===== config.mk =====
export PLATFORM = sky130hd
export DESIGN_NAME = tlb_result_collect
export DESIGN_NICKNAME = d
export VERILOG_FILES = /design/src/cpu_pkg.sv /design/src/tlb_result_collect.sv
export SDC_FILE = /design/constraint.sdc
export NUM_CORES = 1
export LEC_CHECK = 0
export ABC_AREA = 1
export BUFFER_PORTS_ARGS = -buffer_cell sky130_fd_sc_hd__buf_2
export CORE_AREA = 2 2 597 599
export CTS_BUF_LIST = sky130_fd_sc_hd__clkbuf_8
export DETAILED_ROUTE_END_ITERATION = 10
export DIE_AREA = 0 0 599 601
export PLACE_DENSITY = 0.3
export SYNTH_ARGS = -nofsm -noshare
export SYNTH_HDL_FRONTEND = slang
export SYNTH_SLANG_ARGS = --single-unit
export TNS_END_PERCENT = 50

===== constraint.sdc =====
create_clock -name clk -period 3.2 [get_ports clk]
set_input_delay 0.8 -clock clk [delete_from_list [all_inputs] [get_ports clk]]
set_output_delay 0.8 -clock clk [all_outputs]
set_load 0.1 [all_outputs]

===== src/cpu_pkg.sv =====
package cpu_pkg;

typedef logic [31:0] uint32_t;
typedef logic [4:0]  reg_addr_t;
typedef logic [7:0]  asid_t;
typedef logic [18:0] vpn2_t;
typedef logic [23:0] pfn_t;
typedef logic [4:0]  exc_code_t;

localparam exc_code_t EXCCODE_INT  = 5'd0;
localparam exc_code_t EXCCODE_TLBL = 5'd2;
localparam exc_code_t EXCCODE_TLBS = 5'd3;
localparam exc_code_t EXCCODE_ADEL = 5'd4;
localparam exc_code_t EXCCODE_ADES = 5'd5;

// cache geometry, reported through config1 only
localparam int ICACHE_SETS_LOG = 7;
localparam int ICACHE_LINE_LOG = 5;
localparam int ICACHE_WAYS     = 2;
localparam int DCACHE_SETS_LOG = 7;
localparam int DCACHE_LINE_LOG = 5;
localparam int DCACHE_WAYS     = 2;

localparam uint32_t PRID_VALUE = 32'h0001_8000;

typedef struct packed {
	logic      we;
	logic [2:0] wsel;
	reg_addr_t waddr;
	uint32_t   wdata;
} cp0_req_t;

typedef struct packed {
	logic      valid;
	logic      eret;
	logic      delayslot;
	exc_code_t code;
	uint32_t   pc;
	uint32_t   extra;
} except_req_t;

typedef struct packed {
	vpn2_t      vpn2;
	asid_t      asid;
	pfn_t       pfn0;
	logic [2:0] c0;
	logic       d0;
	logic       v0;
	pfn_t       pfn1;
	logic [2:0] c1;
	logic       d1;
	logic       v1;
	logic       G;
} tlb_entry_t;

typedef enum logic [1:0] {
	TLB_OP_P,
	TLB_OP_R,
	TLB_OP_WI,
	TLB_OP_WR
} tlb_op_t;

typedef struct packed {
	logic [2:0] zero31;
	logic       cu0;
	logic [4:0] zero27;
	logic       bev;
	logic [5:0] zero21;
	logic [7:0] im;
	logic [2:0] zero7;
	logic       um;
	logic       zero3;
	logic       erl;
	logic       exl;
	logic       ie;
} status_t;

typedef struct packed {
	logic       bd;
	logic [14:0] zero30;
	logic [7:0] ip;
	logic       zero7;
	exc_code_t  exc_code;
	logic [1:0] zero1;
} cause_t;

// select 0 registers by number, then the select 1 ones
typedef struct packed {
	uint32_t index;
	uint32_t random;
	uint32_t entry_lo0;
	uint32_t entry_lo1;
	uint32_t context_reg;
	uint32_t page_mask;
	uint32_t wired;
	uint32_t hwrena;
	uint32_t bad_vaddr;
	uint32_t count;
	uint32_t entry_hi;
	uint32_t compare;
	status_t status;
	cause_t  cause;
	uint32_t epc;
	uint32_t prid;
	uint32_t config0;
	uint32_t lladdr;
	uint32_t watch_lo;
	uint32_t watch_hi;
	uint32_t xcontext;
	uint32_t reg21;
	uint32_t reg22;
	uint32_t debug;
	uint32_t depc;
	uint32_t perf_cnt;
	uint32_t err_ctl;
	uint32_t cache_err;
	uint32_t tag_lo;
	uint32_t tag_hi;
	uint32_t error_epc;
	uint32_t desave;
	uint32_t ebase;
	uint32_t config1;
} cp0_regs_t;

endpackage


===== src/tlb_result_collect.sv =====
`timescale 1ns/1ps

module tlb_result_collect #(
	parameter int TLB_ENTRIES = 16
) (
	input  logic                                      clk,
	input  logic                                      rst,
	input  logic                                      probe_valid,
	input  logic                                      read_valid,
	input  logic [$clog2(TLB_ENTRIES)-1:0]            read_index,
	input  logic [TLB_ENTRIES-1:0]                    hits,
	input  cpu_pkg::tlb_entry_t [TLB_ENTRIES-1:0]     entries,
	output logic                                      tlbp_req,
	output cpu_pkg::uint32_t                          tlbp_res,
	output logic                                      tlbr_req,
	output cpu_pkg::tlb_entry_t                       tlbr_res
);

import cpu_pkg::*;

localparam int IDX_W = $clog2(TLB_ENTRIES);

logic [IDX_W-1:0] hit_index;
logic             found;
uint32_t          probe_word;

// scan from the top so the lowest hit is the one left
always_comb begin
	hit_index = '0;
	found     = 1'b0;
	for (int i = TLB_ENTRIES - 1; i >= 0; i--) begin
		if (hits[i]) begin
			hit_index = IDX_W'(i);
			found     = 1'b1;
		end
	end
end

// bit 31 is the probe failure flag
assign probe_word = {~found, {(31 - IDX_W){1'b0}}, hit_index};

always_ff @(posedge clk) begin
	if (rst) begin
		tlbp_req <= 1'b0;
		tlbr_req <= 1'b0;
	end else begin
		tlbp_req <= probe_valid;
		tlbr_req <= read_valid;
	end
end

always_ff @(posedge clk) begin
	if (probe_valid)
		tlbp_res <= probe_word;
	if (read_valid)
		tlbr_res <= entries[read_index];
end

endmodule


==> results.tsv <==
stage	metric	value	unit
logic_synthesis	Yosys warning count	0	
logic_synthesis	synthesized area per cell	6.919	µm²
logic_synthesis	dominant cells by area after synthesis	mux2i_1, edfxtp_1, o211ai_1	
global_routing	total grt overflow	0	
job	max cap viols	0	
die	Die H	601	µm
logic_synthesis	FFs w/ async S/R, synth	0	%
min_path	hold endpoint	tlbr_req$_SDFF_PP0_	
logic_synthesis	top_reg_cell synth	edfxtp_1	
clocking	CTS Buffer Depth	3	
clocking	Clock transition at path regs	0.19	ns
clocking	Root Buffer	clkbuf_8	
setup_path	CP Cell Sequence	buf_8 -> buf_12 -> buf_12 -> buf_4 -> mux2i_1 -> buf_4 -> o211ai_1 -> o211ai_1 -> nand2_1	
clocking	H-tree level count	3	
min_path	Worst Hold Launch	rst	
die	Die ar.	360000	µm²
layout	area delta synth->final	88.27	%
setup_path	Crit-path slowest cell	mux2i_1	
clocking	CTS buffer count	13	
logic_synthesis	Post-synth EDFFs	91	
sta	worst setup margin	0.4577	ns
placed_design	HPWL after DPL	218700	µm
setup_path	CP Max Fanout	37	
drt	post-route ant nets	0	
global_routing	vias in the first global route	26260	
drt	Vias	25620	
logic_synthesis	cell area after synthesis	16620	µm²
setup_path	cell family with most CP delay	buffers and inverters	
pwr	P per Cell Area	257.4	nW/µm²
sta	Tmin final	2.742	ns
sta	fmax	364.7	MHz
layout	Fill cells	42090	
layout	Core Util, Final	8.838	%
drt	Routed wire per std cell	27.86	µm
logic_synthesis	area leader, netlist	mux2i_1	
die	Core Region	354000	µm²
logic_synthesis	Yosys cell types	26	
layout	share of layout cells above drive strength 1	45.14	%
die	chip width	599	µm
drt	Via density	2.937	
placed_design	pre-CTS WS	-0.3402	ns
layout	NumNets Final	5315	
placed_design	Post-DP Area	30940	µm²
sta	Final Hold Viols	0	
layout	Final Cell Area	31290	µm²
drt	Routed WL	243000	µm
setup_path	Worst Setup SP	read_index[0]	
drt	Initial DRC Count	1604	
sta	# setup viols final	0	
layout	Seq. cell area	2773	µm²
die	Boundary Pins	1520	
sta	Slew Viols, Final	0	
global_routing	initial antenna violation count	214	
clocking	cts hold-fix bufs	0	
min_path	HP Class	in2reg	
setup_path	CP Data Required Time	3.58	ns
sta	Worst Tran Pin Value	1.098	ns
logic_synthesis	area share of the largest cell type after synthesis	20.72	%
layout	final cell count without fillers	8723	
sta	relative slew slack	26.01	%
global_routing	largest net degree at the start of global routing	64	
clocking	clk sink count	93	
sta	RSZ-0062 raised after global routing	false	
setup_path	worst endpoint data arrival time	3.12	ns
sta	fin crit share	85.70	%
setup_path	CP Launch Type	input port	
placed_design	Placer Congestion	0.8830	
pwr	peak supply drop	0.0002001	V
drt	DRT Pass-1 Iters	5	
logic_synthesis	Post-Syn Instances	2402	
outcome	outcome	finished, final reports clean	
setup_path	max incr delay on CP	0.54	ns
die	Initial Utilization	4.694	%
layout	multi-input logic area	10910	µm²
placed_design	port buffer count	1492	
clocking	post-CTS setup buffer count	0	
die	Rows	219	
global_routing	wire length of the first global-routing pass	297900	µm
placed_design	placed cells	8651	
setup_path	Setup CP Type	in2reg	
setup_path	CP Capture Type	register	
global_routing	GRT Util Overall	12.99	%
pwr	Pleak	0.01426	µW
setup_path	Bufs and invs on worst path	5	
logic_synthesis	Seq/Total Area, Yosys	16.68	%
drt	DRC errors left	0	
clocking	CTS tree	built	
min_path	hold path cells	2	
clocking	post-CTS sizing	0	
logic_synthesis	flops & latches, synth	93	
[through the flow]
step	hold slack, ns	TNS [ns]	power, µW
6_report	0.2869	0	8054
5_1_grt	0.1903	0	8692
4_1_cts	0.1550	0	8493
3_5_place_dp	0.9770	-2.011	7035
3_3_place_gp	0.9828	-2.277	7066
2_1_floorplan	0.8712	0	4103
[how the worst max path moves through the flow]
| stage | cells after the start | endpoint |
|---|---|---|
| 2_1_floorplan | 8 | tlbr_res[16]$_DFFE_PP_ |
| 3_3_place_gp | 8 | tlbr_res[1]$_DFFE_PP_ |
| 3_5_place_dp | 8 | tlbr_res[1]$_DFFE_PP_ |
| 4_1_cts | 1 | tlbr_res[34] |
| 5_1_grt | 1 | tlbr_res[34] |
| 6_report | 9 | tlbr_res[16]$_DFFE_PP_ |
[metal layers]
layer | track usage (%) | vias up | part of all wire (%)
li1 | - | 11670 | -
met2 | 23.29 | 1270 | 50
met3 | 3.290 | 369 | 7.0
met1 | 15.60 | 12240 | 41
met5 | 0 | - | 0.19
met4 | 2.204 | 70 | 2.3
[cell usage in the layout, fill, tap and decap left out]
cell type and n:
conb_1 27, nor4_1 2, mux2i_1 344, buf_2 1487
clkinv_4 1, or2_2 1, o21ai_0 347, o211ai_1 344
o21ai_1 58, nor2_1 5, buf_4 215, clkbuf_8 14
o311ai_0 1, edfxtp_1 91, diode_2 55, inv_6 1
clkinvlp_4 2, buf_8 3, nand2_1 102, dfxtp_1 2
inv_1 362, buf_6 1, clkinv_2 1, a21oi_1 347
nand3_1 114, buf_12 40, nor3_1 2, a21boi_0 1
inv_8 2
[cells in the mapped netlist, types with 2 or more instances]
library cell	n
nor3_1	2
nand3_1	114
nand2_1	102
buf_2	61
clkbuf_1	113
o21ai_1	58
nor2_1	5
dfxtp_1	2
buf_12	7
mux2i_1	344
o211ai_1	344
buf_8	5
buf_1	23
inv_2	2
edfxtp_1	91
buf_4	28
nor4_1	2
inv_1	363
buf_6	37
o21ai_0	347
a21oi_1	347
[registers in the layout, summed over array words and instances (netlist names)]
name	cells
tlbr_req	1
tlbp_res	5
tlbp_req	1
tlbr_res	86
[cell type report]
class	count	area share, %
Inverter	365	4.443
Tap cell	4751	19.00
Sequential cell	93	8.862
Clock buffer	13	0.5719
Timing Repair Buffer	1747	31.73
Multi-Input combinational cell	1695	34.86
Antenna cell	55	0.4399
Clock inverter	4	0.09198
[where the power goes]
| part | internal, µW | total (µW) | switching, µW |
|---|---|---|---|
| sequential | 1510 | 1600 | 88.0 |
| combinational | 1600 | 5190 | 3590 |
| clock | 388 | 1270 | 877 |
| total | 3500 | 8050 | 4560 |
[cell families (layout without fill, tap and decap cells)]
family | after synthesis | in the layout | synth area share [%]
AOI/OAI and AO/OA | 1098 | 1098 | 38.29
buffers and inverters | 640 | 2129 | 18.27
muxes | 344 | 344 | 20.72
and+or+nand+nor | 226 | 226 | 6.023
DFF | 93 | 93 | 16.68
other | 1 | 82 | 0.02257
Note: power is estimated with default switching activity, not from simulation.
