===== src/cpu_pkg.sv =====
package cpu_pkg;

typedef logic [31:0] uint32_t;
typedef logic [4:0]  reg_addr_t;
typedef logic [7:0]  asid_t;
typedef logic [18:0] vpn2_t;
typedef logic [23:0] pfn_t;
typedef logic [4:0]  exc_code_t;

localparam exc_code_t EXCCODE_INT  = 5'd0;
localparam exc_code_t EXCCODE_TLBL = 5'd2;
localparam exc_code_t EXCCODE_TLBS = 5'd3;
localparam exc_code_t EXCCODE_ADEL = 5'd4;
localparam exc_code_t EXCCODE_ADES = 5'd5;

// cache geometry, reported through config1 only
localparam int ICACHE_SETS_LOG = 7;
localparam int ICACHE_LINE_LOG = 5;
localparam int ICACHE_WAYS     = 2;
localparam int DCACHE_SETS_LOG = 7;
localparam int DCACHE_LINE_LOG = 5;
localparam int DCACHE_WAYS     = 2;

localparam uint32_t PRID_VALUE = 32'h0001_8000;

typedef struct packed {
	logic      we;
	logic [2:0] wsel;
	reg_addr_t waddr;
	uint32_t   wdata;
} cp0_req_t;

typedef struct packed {
	logic      valid;
	logic      eret;
	logic      delayslot;
	exc_code_t code;
	uint32_t   pc;
	uint32_t   extra;
} except_req_t;

typedef struct packed {
	vpn2_t      vpn2;
	asid_t      asid;
	pfn_t       pfn0;
	logic [2:0] c0;
	logic       d0;
	logic       v0;
	pfn_t       pfn1;
	logic [2:0] c1;
	logic       d1;
	logic       v1;
	logic       G;
} tlb_entry_t;

typedef enum logic [1:0] {
	TLB_OP_P,
	TLB_OP_R,
	TLB_OP_WI,
	TLB_OP_WR
} tlb_op_t;

typedef struct packed {
	logic [2:0] zero31;
	logic       cu0;
	logic [4:0] zero27;
	logic       bev;
	logic [5:0] zero21;
	logic [7:0] im;
	logic [2:0] zero7;
	logic       um;
	logic       zero3;
	logic       erl;
	logic       exl;
	logic       ie;
} status_t;

typedef struct packed {
	logic       bd;
	logic [14:0] zero30;
	logic [7:0] ip;
	logic       zero7;
	exc_code_t  exc_code;
	logic [1:0] zero1;
} cause_t;

// select 0 registers by number, then the select 1 ones
typedef struct packed {
	uint32_t index;
	uint32_t random;
	uint32_t entry_lo0;
	uint32_t entry_lo1;
	uint32_t context_reg;
	uint32_t page_mask;
	uint32_t wired;
	uint32_t hwrena;
	uint32_t bad_vaddr;
	uint32_t count;
	uint32_t entry_hi;
	uint32_t compare;
	status_t status;
	cause_t  cause;
	uint32_t epc;
	uint32_t prid;
	uint32_t config0;
	uint32_t lladdr;
	uint32_t watch_lo;
	uint32_t watch_hi;
	uint32_t xcontext;
	uint32_t reg21;
	uint32_t reg22;
	uint32_t debug;
	uint32_t depc;
	uint32_t perf_cnt;
	uint32_t err_ctl;
	uint32_t cache_err;
	uint32_t tag_lo;
	uint32_t tag_hi;
	uint32_t error_epc;
	uint32_t desave;
	uint32_t ebase;
	uint32_t config1;
} cp0_regs_t;

endpackage


===== src/tlb_entry_slot.sv =====
`timescale 1ns/1ps

module tlb_entry_slot (
	input  logic                clk,
	input  logic                rst,
	input  logic                we,
	input  cpu_pkg::tlb_entry_t wdata,
	input  cpu_pkg::vpn2_t      lookup_vpn2,
	input  cpu_pkg::asid_t      lookup_asid,
	output logic                hit,
	output cpu_pkg::tlb_entry_t entry
);

// only the valid bits come out of reset known
always_ff @(posedge clk) begin
	if (rst) begin
		entry.v0 <= 1'b0;
		entry.v1 <= 1'b0;
	end else if (we) begin
		entry <= wdata;
	end
end

// global pages ignore the asid
assign hit = entry.vpn2 == lookup_vpn2 && (entry.G || entry.asid == lookup_asid);

endmodule


===== config.mk =====
export PLATFORM = sky130hd
export DESIGN_NAME = tlb_entry_slot
export DESIGN_NICKNAME = d
export VERILOG_FILES = /design/src/cpu_pkg.sv /design/src/tlb_entry_slot.sv
export SDC_FILE = /design/constraint.sdc
export NUM_CORES = 1
export LEC_CHECK = 0
export BUFFER_PORTS_ARGS = -buffer_cell sky130_fd_sc_hd__buf_2
export CORE_MARGIN = 2
export CORE_UTILIZATION = 41
export DETAILED_ROUTE_END_ITERATION = 16
export HOLD_SLACK_MARGIN = 0.05
export PLACE_DENSITY = 0.9
export SLEW_MARGIN = 20
export SYNTH_ARGS = -nofsm -noshare
export SYNTH_HDL_FRONTEND = slang
export SYNTH_SLANG_ARGS = --single-unit

===== constraint.sdc =====
create_clock -name clk -period 7.2 [get_ports clk]
set_input_delay 1.44 -clock clk [delete_from_list [all_inputs] [get_ports clk]]
set_output_delay 1.44 -clock clk [all_outputs]
set_load 0.005 [all_outputs]

==> summary.txt, run 1 <==
Synth Area per Inst: 22.6 µm²
GPL Wtd Cong: 0.726
Place WS: 3.18 ns
Synth Area in Compound Gates: 0.173%
final hold vios: 0
drt total wl: 6900 µm
Peak VDD IR: 0.151 mV
Arrival @ worst endpoint: 2.55 ns
CTS tree: built
mux cell area share after synthesis: 0.691%
syn_nets: 244
Buf/Inv on CP: 2
clock slew at reported path FFs: 0.09 ns
max reg flops: 86
Clock Sinks: 86
Power Density: 246 nW/µm²
Vias: 1960
IO buf count: 202
Post-DP Area: 4040 µm²
Yosys reg bits: 86
initial antenna violation count: 0
CTS Buf Count: 9
met1 usage: 14.8%
Min-Delay Path Class: reg2reg
max_cap viols: 0
post-synthesis xor/xnor area fraction: 8.16%
Biggest register: entry
Non-Filler Cell Area, Final: 4280 µm²
GRT Residual Overflow: 0
Hold-fix buffers, CTS: 0
Power Internal: 0.834 mW
switching part of the total: 20.9%
Max clock buf depth: 2
yosys warns: 0
worst skew pair latency: 0.35 ns
Flop pwr share: 56.9%
Mapped Cells: 128
cell mode on critical path: buf_2
most frequent cells in the layout: buf_2 (202), edfxtp_1 (84), xor2_1 (24)
Synth Area in Simple Gates: 2.51%
Critical Path RT: 5.76 ns
Die Area: 7750 µm²
Top Registers: entry x86
# IOs: 203
largest net degree at the start of global routing: 44
fill count: 559
initial core utilization: 42.4%
RSZ-0062 raised after global routing: no
area leader, netlist: edfxtp_1
reg2reg setup slack: 6.59 ns
Slew HR: 64.1%
Worst Tran Pin Value: 0.539 ns
Crit-path slowest cell: nor4_1
final slew viol count: 0
GRT Util Overall: 17.0%
number of diodes: 0
crit path kind: in2out
status: finished, final reports clean
grt met3 use: 9.61%
largest family of logic cells by synthesized area: XOR/XNOR gates
detailed placement HPWL: 5340 µm
CP Capture Type: output port
Final Worst Setup Slack: 3.21 ns
setup TNS: 0 ns
GRT Max-Usage Layer: met2
vias in the first global route: 2079
most common cell after layout, fill and taps aside: buf_2
Final setup viols: 0
delay of the slowest critical-path stage: 0.36 ns
top cells by area, synth: edfxtp_1 (87%), xor2_1 (7.3%), dfxtp_1 (1.4%)
Pre-antenna DRT Iters: 4
CP startpoint kind: input pin
Final Critical Period: 3.99 ns
Comb pwr share: 9.0%
core footprint: 6830 µm²
skew final: 0 ns
CP cell instances: buf_2 -> xor2_1 -> nor4_1 -> nand4_1 -> nor3_2 -> buf_2
Nets: 459
largest fanout on the critical path: 1
post-synthesis sequential area ratio: 88.5%
Final period util: 55.5%
die height: 88.1 µm
CTS H-Tree Depth: 3
routed len/inst: 15.5 µm
Lkg Pwr: 1.86 nW
Site Rows: 30
Iter 0 DRT Violations: 58
share of layout cells above drive strength 1: 63.5%
GR Layer Usage met2: 32.0%
clock share of power: 34.1%
P_sw: 0.220 mW
drc violations: 0
post-synth top area share: 87.1%
area delta synth->final: 47.6%
Post-CTS Setup Bufs: 0
Vias/cell: 4.41
clock root buffer: clkbuf_8
first-pass GRT wire length: 9450 µm
PostCTS Resize Cnt: 0
FMAX: 250 MHz
post-synthesis adder-cell area fraction: 0%
delay-heaviest family, CP: simple AND/OR/NAND/NOR gates
DRT antenna net count: 0
mapped cell area: 2900 µm²
chip width: 88.1 µm
Unique masters post-synth: 12
final timing paths:
| path | from | to | cells past startpoint |
|---|---|---|---|
| worst max-delay path | lookup_vpn2[9] | hit | 6 |
| worst max register to register | entry[1] | entry[1] | 2 |
| worst min-delay path | entry[30] | entry[30] | 2 |
| worst min register to register | entry[30] | entry[30] | 2 |
routing by layer:
metal | up-vias | share of wire (%)
met5 | - | 0
met3 | 4 | 13
li1 | 923 | -
met4 | 0 | 0.57
met2 | 126 | 55
met1 | 907 | 32
cell families (layout without fill, tap and decap cells):
group	Yosys count	count (layout)
buf+inv	0	220
mux	2	2
flops	86	86
xor+xnor	27	27
simple gates	12	12
compound gates	1	1
power groups by stage:
| stage | combinational [mW] | clock, mW | sequential (mW) |
|---|---|---|---|
| 5_1_grt | 0.105 | 0.388 | 0.603 |
| 3_3_place_gp | 0.0915 | 0 | 0.609 |
| 4_1_cts | 0.0956 | 0.369 | 0.600 |
| 2_1_floorplan | 0.0200 | 0 | 0.617 |
| 6_report | 0.0950 | 0.359 | 0.599 |
| 3_5_place_dp | 0.0951 | 0 | 0.611 |
cells in the mapped netlist:
| cell type | n |
|---|---|
| nand4_1 | 1 |
| a21oi_1 | 1 |
| nor4_1 | 6 |
| xor2_1 | 24 |
| nor2_1 | 2 |
| nand3_1 | 1 |
| nor2b_1 | 1 |
| mux2i_1 | 2 |
| edfxtp_1 | 84 |
| xnor2_1 | 3 |
| dfxtp_1 | 2 |
| nor3_2 | 1 |
worst min-delay path, cell delays in order, from the launching register on:
cell and delay, ns:
dfxtp_1 0.34, mux2i_1 0.07, nor2_1 0.08
through the flow:
stage	total power [mW]	util, %	hold slack, ns	cells
after detailed placement	0.706	59.2	0.489	427
after floorplan	0.637	-	0.485	128
after global placement	0.700	59.2	0.476	427
final	1.05	62.6	0.518	444
after CTS	1.06	62.3	0.518	443
after global routing	1.10	62.6	0.562	444
cell type report:
cell class	instances	area, µm²	share of cell area, %
clock buffer	10	128	2.98
multi-input combinational	42	342	7.99
tap	96	120	2.81
sequential	86	2560	59.9
timing repair buffer	204	1040	24.3
clock inverter	6	86.3	2.02
No activity file was read; power rests on OpenSTA's default activity.
==> run 2, diff against run 1 <==
==> constraint.sdc (replaced) <==
create_clock -name clk -period 4.1 [get_ports clk]
set_input_delay 0.82 -clock clk [delete_from_list [all_inputs] [get_ports clk]]
set_output_delay 0.82 -clock clk [all_outputs]
set_load 0.005 [all_outputs]
==> run 2 against run 1 <==
Effect of this change: worst setup slack got worse by 1.8 ns; wire length fell by 2.8%; sequential share of layout area rose by 0.42 points; non-clock buffer count did not move; combinational power rose by 74%; first-iteration DRC count rose by 72%; sequential cell count did not move; register-to-register slack got worse by 3.1 ns; power rose by 72%; critical endpoint unchanged; highest routed layer unchanged.
==> summary.txt, run 2 (same netlist as run 1, synthesis figures left out) <==
Final Critical Period: 2.65 ns
Vias: 1917
clock root buffer: clkbuf_8
die height: 88.1 µm
DRT antenna net count: 0
routed len/inst: 15.1 µm
CTS tree: built
status: finished, final reports clean
worst skew pair latency: 0.34 ns
Max clock buf depth: 2
Post-CTS Setup Bufs: 0
worst reg2reg path depth: 2
largest fanout on the critical path: 1
chip width: 88.1 µm
metal2 WL: 3400 µm
Met1 Routed Length: 2390 µm
area delta synth->final: 46.6%
Power Density: 426 nW/µm²
detailed placement HPWL: 5180 µm
PostCTS Resize Cnt: 0
drt total wl: 6700 µm
PnR Total Power: 1.81 mW
CTS H-Tree Depth: 3
drc violations: 0
max reg flops: 86
WL met3: 831 µm
initial core utilization: 42.4%
GRT Residual Overflow: 0
clock slew at reported path FFs: 0.08 ns
CTS Buf Count: 9
Die Area: 7750 µm²
number of diodes: 0
largest net degree at the start of global routing: 45
RSZ-0062 raised after global routing: no
first-pass GRT wire length: 9000 µm
reg2reg setup slack: 3.50 ns
IO buf count: 202
core footprint: 6830 µm²
FMAX: 377 MHz
setup TNS: 0 ns
final core utilization: 62.2%
final hold vios: 0
CP Capture Type: output port
Worst Tran Pin Value: 0.550 ns
Reg area: 2560 µm²
initial antenna violation count: 0
vias in the first global route: 1943
hold path start: entry[30]
Iter 0 DRT Violations: 100
Peak VDD IR: 0.259 mV
Vias/cell: 4.32
Hold-fix buffers, CTS: 0
Reg-to-Reg Start: entry[30]
most frequent cells in the layout: buf_2 (202), edfxtp_1 (84), xor2_1 (24)
Final Worst Setup Slack: 1.45 ns
most common cell after layout, fill and taps aside: buf_2
top layer used by detailed routing: met4
Site Rows: 30
Place WS: 1.44 ns
hold-critical path endpoint: entry[30]
worst r2r dst: entry[30]
fill count: 537
Top Registers: entry x86
CP startpoint kind: input pin
Critical Path RT: 3.28 ns
GRT Util Overall: 16.5%
crit path kind: in2out
Final setup viols: 0
final slew viol count: 0
Min-Delay Path Class: reg2reg
share of layout cells above drive strength 1: 63.5%
Lkg Pwr: 1.85 nW
Final period util: 64.7%
Arrival @ worst endpoint: 1.83 ns
max_cap viols: 0
skew final: 0 ns
GPL Wtd Cong: 0.701
Pre-antenna DRT Iters: 4
Nets: 459
# IOs: 203
Slew HR: 63.3%
multi-input logic area: 342 µm²
Biggest register: entry
Clock Sinks: 86
Hold Path Stages: 2
## run 2: cell types whose count changed in the layout (fill, tap and decap cells not counted), sizes merged
cell    change
clkbuf      -1
bufinv      -1
inv         +2
## run 2: worst max-delay path by stage
stage / from / endpoint / cells after the start
6_report: lookup_vpn2[9] / hit / 6
3_3_place_gp: lookup_vpn2[3] / hit / 6
5_1_grt: lookup_vpn2[9] / hit / 6
2_1_floorplan: we / entry[0] / 1
3_5_place_dp: lookup_vpn2[9] / hit / 6
4_1_cts: lookup_vpn2[9] / hit / 6
## run 2: routing by layer
layer | up-vias | global-route usage (%)
met2 | 128 | 29.2
met1 | 860 | 16.0
met4 | 0 | 7.99
met5 | - | 0
li1 | 922 | -
met3 | 7 | 7.92
## run 2: critical path: stages
cell,delay (ns)
buf_2,0.10
xor2_1,0.16
nor4_1,0.34
nand4_1,0.17
nor3_2,0.12
buf_2,0.13
## run 2: layout make-up
type                       instances  area share, %
clock buffer                       9           2.92
clock inverter                     7           1.71
multi-input combinational         42           8.04
sequential                        86           60.3
tap                               96           2.83
timing repair buffer             204           24.2
## run 2: report_power, final
part	internal, mW	switching, mW	leakage, nW
clock	0.284	0.307	0.0976
combinational	0.0902	0.0746	0.947
sequential	1.03	0.0217	0.805
total	1.40	0.403	1.85
## run 2: stage by stage
step                instance area (µm²)  std cells  hold WS (ns)
finish                             4250        444         0.526
global route                       4250        444         0.538
CTS                                4250        444         0.527
detailed placement                 4050        428         0.499
global placement                   4050        428         0.473
floorplan                          2900        128         0.485
