--- src/cpu_pkg.sv ---
package cpu_pkg;

typedef logic [31:0] uint32_t;
typedef logic [4:0]  reg_addr_t;
typedef logic [7:0]  asid_t;
typedef logic [18:0] vpn2_t;
typedef logic [23:0] pfn_t;
typedef logic [4:0]  exc_code_t;

localparam exc_code_t EXCCODE_INT  = 5'd0;
localparam exc_code_t EXCCODE_TLBL = 5'd2;
localparam exc_code_t EXCCODE_TLBS = 5'd3;
localparam exc_code_t EXCCODE_ADEL = 5'd4;
localparam exc_code_t EXCCODE_ADES = 5'd5;

// cache geometry, reported through config1 only
localparam int ICACHE_SETS_LOG = 7;
localparam int ICACHE_LINE_LOG = 5;
localparam int ICACHE_WAYS     = 2;
localparam int DCACHE_SETS_LOG = 7;
localparam int DCACHE_LINE_LOG = 5;
localparam int DCACHE_WAYS     = 2;

localparam uint32_t PRID_VALUE = 32'h0001_8000;

typedef struct packed {
	logic      we;
	logic [2:0] wsel;
	reg_addr_t waddr;
	uint32_t   wdata;
} cp0_req_t;

typedef struct packed {
	logic      valid;
	logic      eret;
	logic      delayslot;
	exc_code_t code;
	uint32_t   pc;
	uint32_t   extra;
} except_req_t;

typedef struct packed {
	vpn2_t      vpn2;
	asid_t      asid;
	pfn_t       pfn0;
	logic [2:0] c0;
	logic       d0;
	logic       v0;
	pfn_t       pfn1;
	logic [2:0] c1;
	logic       d1;
	logic       v1;
	logic       G;
} tlb_entry_t;

typedef enum logic [1:0] {
	TLB_OP_P,
	TLB_OP_R,
	TLB_OP_WI,
	TLB_OP_WR
} tlb_op_t;

typedef struct packed {
	logic [2:0] zero31;
	logic       cu0;
	logic [4:0] zero27;
	logic       bev;
	logic [5:0] zero21;
	logic [7:0] im;
	logic [2:0] zero7;
	logic       um;
	logic       zero3;
	logic       erl;
	logic       exl;
	logic       ie;
} status_t;

typedef struct packed {
	logic       bd;
	logic [14:0] zero30;
	logic [7:0] ip;
	logic       zero7;
	exc_code_t  exc_code;
	logic [1:0] zero1;
} cause_t;

// select 0 registers by number, then the select 1 ones
typedef struct packed {
	uint32_t index;
	uint32_t random;
	uint32_t entry_lo0;
	uint32_t entry_lo1;
	uint32_t context_reg;
	uint32_t page_mask;
	uint32_t wired;
	uint32_t hwrena;
	uint32_t bad_vaddr;
	uint32_t count;
	uint32_t entry_hi;
	uint32_t compare;
	status_t status;
	cause_t  cause;
	uint32_t epc;
	uint32_t prid;
	uint32_t config0;
	uint32_t lladdr;
	uint32_t watch_lo;
	uint32_t watch_hi;
	uint32_t xcontext;
	uint32_t reg21;
	uint32_t reg22;
	uint32_t debug;
	uint32_t depc;
	uint32_t perf_cnt;
	uint32_t err_ctl;
	uint32_t cache_err;
	uint32_t tag_lo;
	uint32_t tag_hi;
	uint32_t error_epc;
	uint32_t desave;
	uint32_t ebase;
	uint32_t config1;
} cp0_regs_t;

endpackage

--- src/tlb_request_ctrl.sv ---
`timescale 1ns/1ps

module tlb_request_ctrl #(
	parameter int TLB_ENTRIES = 16
) (
	input  logic                           clk,
	input  logic                           rst,
	input  logic                           tlb_valid,
	input  cpu_pkg::tlb_op_t               tlb_op,
	input  cpu_pkg::tlb_entry_t            tlb_wdata,
	input  logic [$clog2(TLB_ENTRIES)-1:0] tlb_index,
	input  logic [$clog2(TLB_ENTRIES)-1:0] tlb_random,
	output cpu_pkg::vpn2_t                 lookup_vpn2,
	output cpu_pkg::asid_t                 lookup_asid,
	output logic [$clog2(TLB_ENTRIES)-1:0] read_index,
	output logic [TLB_ENTRIES-1:0]         entry_we,
	output cpu_pkg::tlb_entry_t            wdata,
	output logic                           probe_valid,
	output logic                           read_valid,
	output logic                           tlbwr_req
);

import cpu_pkg::*;

localparam int IDX_W = $clog2(TLB_ENTRIES);
localparam logic [TLB_ENTRIES-1:0] ONE_HOT_0 = 1;

logic [IDX_W-1:0] target;
logic             is_write;

assign is_write = tlb_valid && (tlb_op == TLB_OP_WI || tlb_op == TLB_OP_WR);
assign target   = (tlb_op == TLB_OP_WR) ? tlb_random : tlb_index;

always_ff @(posedge clk) begin
	if (rst) begin
		entry_we    <= '0;
		probe_valid <= 1'b0;
		read_valid  <= 1'b0;
		tlbwr_req   <= 1'b0;
	end else begin
		entry_we    <= is_write ? ONE_HOT_0 << target : '0;
		probe_valid <= tlb_valid && tlb_op == TLB_OP_P;
		read_valid  <= tlb_valid && tlb_op == TLB_OP_R;
		tlbwr_req   <= tlb_valid && tlb_op == TLB_OP_WR;
	end
end

// entry data doubles as the probe key
always_ff @(posedge clk) begin
	if (tlb_valid) begin
		wdata      <= tlb_wdata;
		read_index <= tlb_index;
	end
end

assign lookup_vpn2 = wdata.vpn2;
assign lookup_asid = wdata.asid;

endmodule

--- config.mk ---
export PLATFORM = sky130hd
export DESIGN_NAME = tlb_request_ctrl
export DESIGN_NICKNAME = d
export VERILOG_FILES = /design/src/cpu_pkg.sv /design/src/tlb_request_ctrl.sv
export SDC_FILE = /design/constraint.sdc
export NUM_CORES = 1
export LEC_CHECK = 0
export ABC_AREA = 1
export BUFFER_PORTS_ARGS = -buffer_cell sky130_fd_sc_hd__buf_2
export CORE_MARGIN = 5
export CORE_UTILIZATION = 41
export DETAILED_ROUTE_END_ITERATION = 12
export GPL_TIMING_DRIVEN = 0
export PLACE_DENSITY = 0.89
export SLEW_MARGIN = 0
export SYNTH_ARGS = -nofsm -noshare
export SYNTH_HDL_FRONTEND = slang
export SYNTH_SLANG_ARGS = --single-unit
--- constraint.sdc ---
create_clock -name clk -period 1.3 [get_ports clk]
set_input_delay 0.26 -clock clk [delete_from_list [all_inputs] [get_ports clk]]
set_output_delay 0.26 -clock clk [all_outputs]
set_load 0.1 [all_outputs]
==> flow_summary.toml, run 1 <==
[status]
status = "finished, violations left"
violations = "setup timing"

[timing]
relSlewSlack = 0.632
fmax_ghz = 0.696
finalCritPeriodShare = 1.10
timing.setup.tns_ns = -3.20
worstMarginPinSlew_ns = 0.552
rsz0062_at_grt = "true"
hold_slack_ns = 0.0773
finalHoldViolCount = 0
drv_slew = 0
setup_slack_ns = -0.136
min_period_ns = 1.44
finalSetupViolCount = 45

[clocking]
ctsHoldBuffers = 0
clkSlewWorstSetupHoldPaths_ns = 0.10
root_buffer = "clkbuf_8"
clkSinkCount = 109
cts_made_buffers = 9
cts_max_path_buffers = 2
cts_tree = "done"
h-tree-depth = 3

[final_layout]
n_antenna_cell = 0
n_fill_cell = 534
seq_area_um2 = 3080
fin_util = 0.733
multi_input_area_um2 = 238
nets = 544
syn_to_final_growth_pct = 76.9
final_cells = 558
layout-drive-gt1-share = 0.624

[pwr]
leakagePower_nw = 2.76
ir_worst_vdd_mv = 0.715
pwr_density_cell_nw_per_um2 = 1510

[worst_setup_path]
worstSetupPathType = "reg -> out"
startpoint_type = "register"
cp_max_fo = 2
cp.required_ns = 1.04
critPathLaunch = "lookup_asid[6]"
crit_path_end = "wdata[65]"
arrival_ns = 1.18
crit_path_end_kind = "output pin"

[detailed_routing]
wl_per_cell_um = 21.0
drtAntennaViolNets = 0
drtPass1Iterations = 4
vias = 2587
drt-total-wl_um = 11700
route.detailed.drc = 0
vias_per_cell = 4.64
drtIter0Drc = 83

[logic_synthesis]
synth_seq_cells = 109
yosys-top-cells-count = "90 x edfxtp_1, 27 x buf_4, 19 x dfxtp_1"
post-synth-top-count-cell = "edfxtp_1"
synth_edf_count = 90
synthTopCellsByArea = "edfxtp_1 76%, dfxtp_1 11%, buf_4 5.7%, nand3_1 2.1%, nand2_1 1.8%"
ys_types = 13
netlist_area_um2 = 3560
ys.flop_type = "edfxtp_1"
synth_top_cell_area_share = 0.759
synthArstFlopShare = 0
synthCells = 199
syn_nets = 298
synth-seq-area-share = 0.866
syn_avg_cell_area_um2 = 17.9
yosysWarnings = 0
synth_area_leader_cell = "edfxtp_1"

[place]
placed_cells = 541
place.gp.congestion = 0.838
port_buffers = 233
dp_hpwl_um = 7720

[floorplan]
initial_core_util = 0.414
core_um2 = 8590
io_pins = 235
dieWidth_um = 103
die_area_um2 = 10600
num_rows = 34
die_y_um = 103

[grt]
grt_overflow = 0
grt_pass1_wl_um = 15500
grt_usage = 0.199
grt_max_degree = 51
antenna_found_initial = 0
grt_pass1_vias = 2718

[worst_hold_path]
hold_path_class = "in -> reg"

[run]
drv_cap = 0
-- routing by layer --
layer / global-route usage / vias up / share of wire
li1: - / 1167 / -
met1: 0.215 / 1283 / 0.35
met2: 0.383 / 129 / 0.57
met3: 0.0543 / 8 / 0.074
met4: 0.0498 / 0 / 0.011
met5: 0 / - / 0
-- where the power goes --
| group | switching, mW | internal (mW) |
|---|---|---|
| combinational | 2.53 | 0.980 |
| clock | 1.09 | 0.704 |
| sequential | 0.168 | 4.04 |
| total | 3.79 | 5.72 |
-- placed cells by master, fill, tap and decap left out --
| master | netlist | routed |
|---|---|---|
| buf_12 | 0 | 56 |
| clkinvlp_4 | 0 | 3 |
| nand3_1 | 15 | 15 |
| nor2_2 | 1 | 1 |
| clkinv_2 | 0 | 1 |
| nor3b_1 | 1 | 1 |
| nor3_1 | 1 | 1 |
| clkbuf_8 | 0 | 9 |
| clkbuf_1 | 0 | 2 |
| buf_6 | 0 | 52 |
| inv_6 | 0 | 1 |
| inv_1 | 7 | 7 |
| dfxtp_1 | 19 | 19 |
| nand2_1 | 17 | 17 |
| buf_8 | 0 | 2 |
| buf_2 | 2 | 98 |
| nand2_2 | 1 | 1 |
| nor2_1 | 17 | 17 |
| nand3_2 | 1 | 1 |
| buf_4 | 27 | 56 |
| edfxtp_1 | 90 | 90 |
-- state kept, by name, indices dropped and copies added (netlist names) --
signal and cells:
wdata 59, lookup_vpn2 19, entry_we 16, lookup_asid 8, read_index 4, probe_valid 1
read_valid 1, tlbwr_req 1
-- kinds of logic (layout without fill, tap and decap cells) --
logic type             after synthesis  count (layout)  synth area share
buffers and inverters               36             287            0.0671
DFF                                109             109             0.866
and+or+nand+nor                     54              54            0.0668
-- what timing repair did --
item	4_1_cts	5_1_grt
gates resized for setup	241	35
setup endpoints to repair	136	81
setup buffers	0	1
hold endpoints to repair	0	0
-- layout make-up --
| type | instances | area share |
|---|---|---|
| inverters | 7 | 0.00417 |
| clock buffers | 11 | 0.0209 |
| plain buffers | 29 | 0.0874 |
| flip-flops and latches | 109 | 0.490 |
| clock inverters | 5 | 0.00576 |
| repair buffers | 235 | 0.333 |
| multi-input cells | 54 | 0.0378 |
| well taps | 108 | 0.0215 |
-- worst min-delay path by stage --
stage                             start              end  slack [ns]  cells after the start
after floorplan           tlb_wdata[59]   lookup_asid[0]        0.36                      0
after global placement    tlb_wdata[31]        wdata[31]        0.44                      1
after detailed placement  tlb_wdata[63]   lookup_asid[4]        0.44                      1
after CTS                 tlb_wdata[81]  lookup_vpn2[14]        0.05                      1
after global routing      tlb_wdata[60]   lookup_asid[1]        0.04                      1
final                     tlb_wdata[25]        wdata[25]        0.08                      1
-- critical path, stage by stage, from the launching register on --
cell and delay (ns):
edfxtp_1 0.50, buf_12 0.18, buf_12 0.15
-- stage by stage --
stage / setup WS [ns] / power [mW] / area (um^2)
final: -0.136 / 9.52 / 6300
after global routing: -0.182 / 9.84 / 6300
after CTS: -0.122 / 9.48 / 6160
after detailed placement: -0.153 / 7.25 / 5220
after global placement: -1.12 / 7.20 / 5200
after floorplan: -0.186 / 6.72 / 3900
Power figures use the tool's default switching activity.
==> inputs of run 2 (changes only) <==
Settings changed: HOLD_SLACK_MARGIN set to 0.1.
==> run 2 against run 1 <==
Against the previous run: the flow still finishes with violations (setup timing); clock power grew 6%; sequential share of layout area shrank 6.1 points; first-iteration DRC count grew 93%; worst hold slack gained 0.055 ns; total power grew 4.0%; sequential cell count unchanged; via count grew 17%; core utilization rose by 10 points; largest power group unchanged.
==> flow_summary.toml, run 2 (synthesis results as in run 1) <==
[worst_setup_path]
cp_max_fo = 2
arrival_ns = 1.21
crit_path_end_kind = "output pin"
cp.required_ns = 1.04
worstSetupPathType = "reg -> out"
startpoint_type = "register"

[floorplan]
die_y_um = 103
initial_core_util = 0.414
die_area_um2 = 10600
num_rows = 34
core_um2 = 8590
io_pins = 235
dieWidth_um = 103

[timing]
relSlewSlack = 0.627
rsz0062_at_grt = "true"
hold_slack_ns = 0.133
timing.setup.tns_ns = -5.10
setup_slack_ns = -0.175
finalSetupViolCount = 54
min_period_ns = 1.47
fmax_ghz = 0.678
worstMarginPinSlew_ns = 0.560
finalHoldViolCount = 0
drv_slew = 0
finalCritPeriodShare = 1.13

[pwr]
ir_worst_vdd_mv = 0.713
pwr_density_cell_nw_per_um2 = 1380
leakagePower_nw = 3.13

[detailed_routing]
drtPass1Iterations = 4
vias_per_cell = 4.69
route.detailed.drc = 0
wl_per_cell_um = 23.0
vias = 3032
drt-total-wl_um = 14900
drtIter0Drc = 160
drtAntennaViolNets = 0

[status]
status = "finished, violations left"
violations = "setup timing"

[grt]
grt_max_degree = 51
antenna_found_initial = 0
grt_pass1_wl_um = 18500
grt_pass1_vias = 3147
grt_overflow = 0
grt_usage = 0.241

[clocking]
cts_max_path_buffers = 2
cts_made_buffers = 9
h-tree-depth = 3
clkSlewWorstSetupHoldPaths_ns = 0.10
cts_tree = "done"
clkSinkCount = 109
root_buffer = "clkbuf_8"

[final_layout]
largest_reg_flops = 59
layout-drive-gt1-share = 0.522
final_common_cell = "buf_2"
n_fill_cell = 417
mostFrequentLayoutCells = "98 x buf_2, 90 x edfxtp_1, 88 x dlygate4sd3_1"
syn_to_final_growth_pct = 102
top_register = "wdata"
nets = 632
n_antenna_cell = 0

[worst_hold_path]
hold_path_class = "in -> reg"

[run]
drv_cap = 0

[place]
port_buffers = 233
place.gp.congestion = 0.838
dp_hpwl_um = 7720
-- run 2: cell types whose count changed in the layout (fill, tap and decap cells not counted), sizes merged --
| cell | before | now |
|---|---|---|
| dlygate4sd3 | 0 | 88 |
-- run 2: layer usage --
metal / vias up / share of wire / track usage / wire length [um]
met5: - / 0 / 0 / 0
li1: 1346 / - / - / -
met3: 18 / 0.082 / 0.0490 / 1220
met2: 180 / 0.57 / 0.459 / 8520
met4: 0 / 0.017 / 0.0797 / 255
met1: 1488 / 0.33 / 0.265 / 4890
-- run 2: worst paths after layout --
kind,start,endpoint,depth (start not counted)
hold / removal,tlb_index[2],read_index[2],1
setup / recovery,lookup_vpn2[17],wdata[84],2
-- run 2: what timing repair did --
item	CTS	global route
hold endpoints to repair	88	0
pin swaps	0	0
setup buffers	0	1
gates resized for setup	241	39
hold buffers	88	0
setup endpoints to repair	136	83
-- run 2: layout make-up --
type | instances | area [um^2] | share of cell area
buffer | 29 | 551 | 0.0765
tap | 108 | 135 | 0.0188
clock inverter | 5 | 36.3 | 0.00504
timing repair buffer | 323 | 2990 | 0.416
clock buffer | 11 | 131 | 0.0183
sequential | 109 | 3080 | 0.429
inverter | 7 | 26.3 | 0.00365
multi-input combinational | 54 | 238 | 0.0330
-- run 2: per-stage QoR --
step	total power, mW	util	setup WS [ns]	cell area (um^2)	std cells
detailed placement	7.25	0.608	-0.153	5220	541
global placement	7.20	0.605	-1.12	5200	540
global route	10.2	0.837	-0.213	7190	646
finish	9.90	0.837	-0.175	7190	646
floorplan	6.72	-	-0.186	3900	199
CTS	9.69	0.819	-0.122	7040	645
-- run 2: critical path, cell delays in order (launching register included) --
cell and delay, ns:
edfxtp_1 0.52, buf_12 0.18, buf_12 0.15
-- run 2: where the power goes --
group / total [mW] / switching [mW] / internal (mW)
clock: 1.90 / 1.19 / 0.706
sequential: 4.23 / 0.189 / 4.04
combinational: 3.77 / 2.61 / 1.16
total: 9.90 / 4.00 / 5.91
==> inputs of run 3 (changes only) <==
Settings changed: ABC_AREA 1 to unset.
==> run 3 against run 2 <==
Against the previous run: critical path type unchanged; the run still ends with setup timing left; critical endpoint is now wdata[67]; sequential share of layout area down 0.60 points; highest routed layer unchanged; sequential cell count unchanged; non-clock buffer count rose by 3; wire length up 11%.
==> flow_summary.toml, run 3 <==
[status]
status = "finished, violations left"
violations = "setup timing"

[final_layout]
layout-drive-gt1-share = 0.544
multi_input_area_um2 = 240
largest_reg_flops = 59
final_common_cell = "buf_2"
seq_area_um2 = 3080
nets = 614
n_fill_cell = 384
mostFrequentLayoutCells = "95 x buf_2, 90 x edfxtp_1, 89 x dlygate4sd3_1"
top_register = "wdata"
syn_to_final_growth_pct = 105

[floorplan]
initial_core_util = 0.414
die_y_um = 103
io_pins = 235
num_rows = 34
die_area_um2 = 10600
core_um2 = 8590
dieWidth_um = 103

[timing]
fmax_ghz = 0.665
finalHoldViolCount = 0
finalSetupViolCount = 56
rsz0062_at_grt = "true"
setup_slack_ns = -0.204
relSlewSlack = 0.686
finalCritPeriodShare = 1.16
worstMarginPinSlew_ns = 0.470
drv_slew = 0
min_period_ns = 1.50
timing.setup.tns_ns = -5.50

[grt]
grt_pass1_vias = 3225
grtUsageMet2 = 0.499
grt-busiest-layer = "met2"
grt_usage = 0.272
grt_max_degree = 60
grt_pass1_wl_um = 20500
grt_util_met3 = 0.0624
antenna_found_initial = 1
grt_overflow = 0
grtUsageMet1 = 0.305

[worst_setup_path]
arrival_ns = 1.24
worstSetupPathType = "reg -> out"
cp.required_ns = 1.04
crit_path_end_kind = "output pin"
cp_max_fo = 2
startpoint_type = "register"

[place]
place_ws_ns = -0.188
port_buffers = 232
place.gp.congestion = 0.770
dp_hpwl_um = 7820

[logic_synthesis]
yosysWarnings = 0
syn_nets = 278
syn_avg_cell_area_um2 = 19.9
ys.flop_type = "edfxtp_1"
yosys.area_share.xor_xnor = 0
synth_area_leader_cell = "edfxtp_1"
synth-seq-area-share = 0.866
muxShareOfSynthArea = 0.00422
synth_top_cell_area_share = 0.759
post-synth-top-count-cell = "edfxtp_1"
ys_types = 23
netlist_area_um2 = 3560
synth-compound-area-share = 0.0112
synth_top_family_by_area = "buffers and inverters"
synth_seq_cells = 109
synthAdderAreaFrac = 0
synth_simple_gate_area_frac = 0.0520
synth_edf_count = 90
yosys-top-cells-count = "90 x edfxtp_1, 27 x buf_4, 19 x dfxtp_1"
synthArstFlopShare = 0
synthCells = 179
synthTopCellsByArea = "edfxtp_1 76%, dfxtp_1 11%, buf_4 5.7%, nor3_1 1.3%, nor2_1 1.1%"

[detailed_routing]
route.detailed.drc = 0
drtAntennaViolNets = 0
drtIter0Drc = 197
vias_per_cell = 4.93
drt-total-wl_um = 16600
drtPass1Iterations = 4
vias = 3102
wl_per_cell_um = 26.3

[clocking]
clkSinkCount = 109
cts_max_path_buffers = 2
cts_tree = "done"
cts_made_buffers = 9
root_buffer = "clkbuf_8"
h-tree-depth = 3
clkSlewWorstSetupHoldPaths_ns = 0.11

[pwr]
ir_worst_vdd_mv = 0.657
leakagePower_nw = 3.15
pwr_density_cell_nw_per_um2 = 1400

[run]
drv_cap = 0

[worst_hold_path]
hold_depth = 1
hold_path_class = "in -> reg"
[run 3: changes by cell type after synthesis, moves of 4 or more]
cell     change
a31oi_1      +4
nand3_1     -15
inv_1        -5
nor3_1       +8
nand2_1     -16
nor2_1       -7
[run 3: stage by stage]
stage                     total power, mW  cells  instance area [um^2]  utilization  hold WS, ns
after detailed placement             7.24    520                  5230        0.608        0.438
final                                10.2    629                  7300        0.849        0.142
after global routing                 10.5    629                  7300        0.849        0.122
after floorplan                      6.72    179                  3900            -        0.359
after CTS                            9.92    626                  7100        0.827        0.123
after global placement               7.19    519                  5190        0.605        0.437
[run 3: where the power goes]
group          internal (mW)  leakage, nW  total (mW)  switching (mW)
Sequential              4.04         1.03        4.24           0.200
Combinational           1.20         2.02        3.84            2.64
Clock                  0.911       0.0953        2.13            1.22
[run 3: area by class of cell]
type	instances	share of cell area
clock buffer	10	0.0175
multi-input combinational	38	0.0329
antenna	1	0.000343
clock inverter	6	0.00926
timing repair buffer	325	0.420
inverter	2	0.00103
tap	108	0.0185
buffer	30	0.0779
sequential	109	0.423
[run 3: path summary, 6_finish.rpt]
path	start	end
worst min-delay path	tlb_index[1]	read_index[1]
worst max-delay path	lookup_vpn2[0]	wdata[67]
[run 3: per-layer routing]
metal | share of wire | up-vias
met5 | 0 | -
met4 | 0.043 | 0
met3 | 0.082 | 47
met2 | 0.53 | 222
met1 | 0.35 | 1524
li1 | - | 1309
[run 3: kinds of logic after synthesis]
| logic type | count (synthesis) |
|---|---|
| DFF | 109 |
| muxes | 1 |
| and+or+nand+nor | 31 |
| AOI/OAI and AO/OA | 6 |
| buffers and inverters | 32 |
[run 3: timing repair]
| item | 4_1_cts | 5_1_grt |
|---|---|---|
| setup buffers | 1 | 2 |
| resized for setup | 244 | 46 |
| endpoints found under the hold margin | 89 | 0 |
| endpoints found under the setup margin | 136 | 87 |
| hold buffers | 89 | 0 |
| pin swaps | 0 | 0 |
[run 3: critical path, cell delays in order, from the launching register on]
cell and delay [ns]:
edfxtp_1 0.54, buf_12 0.19, buf_12 0.15
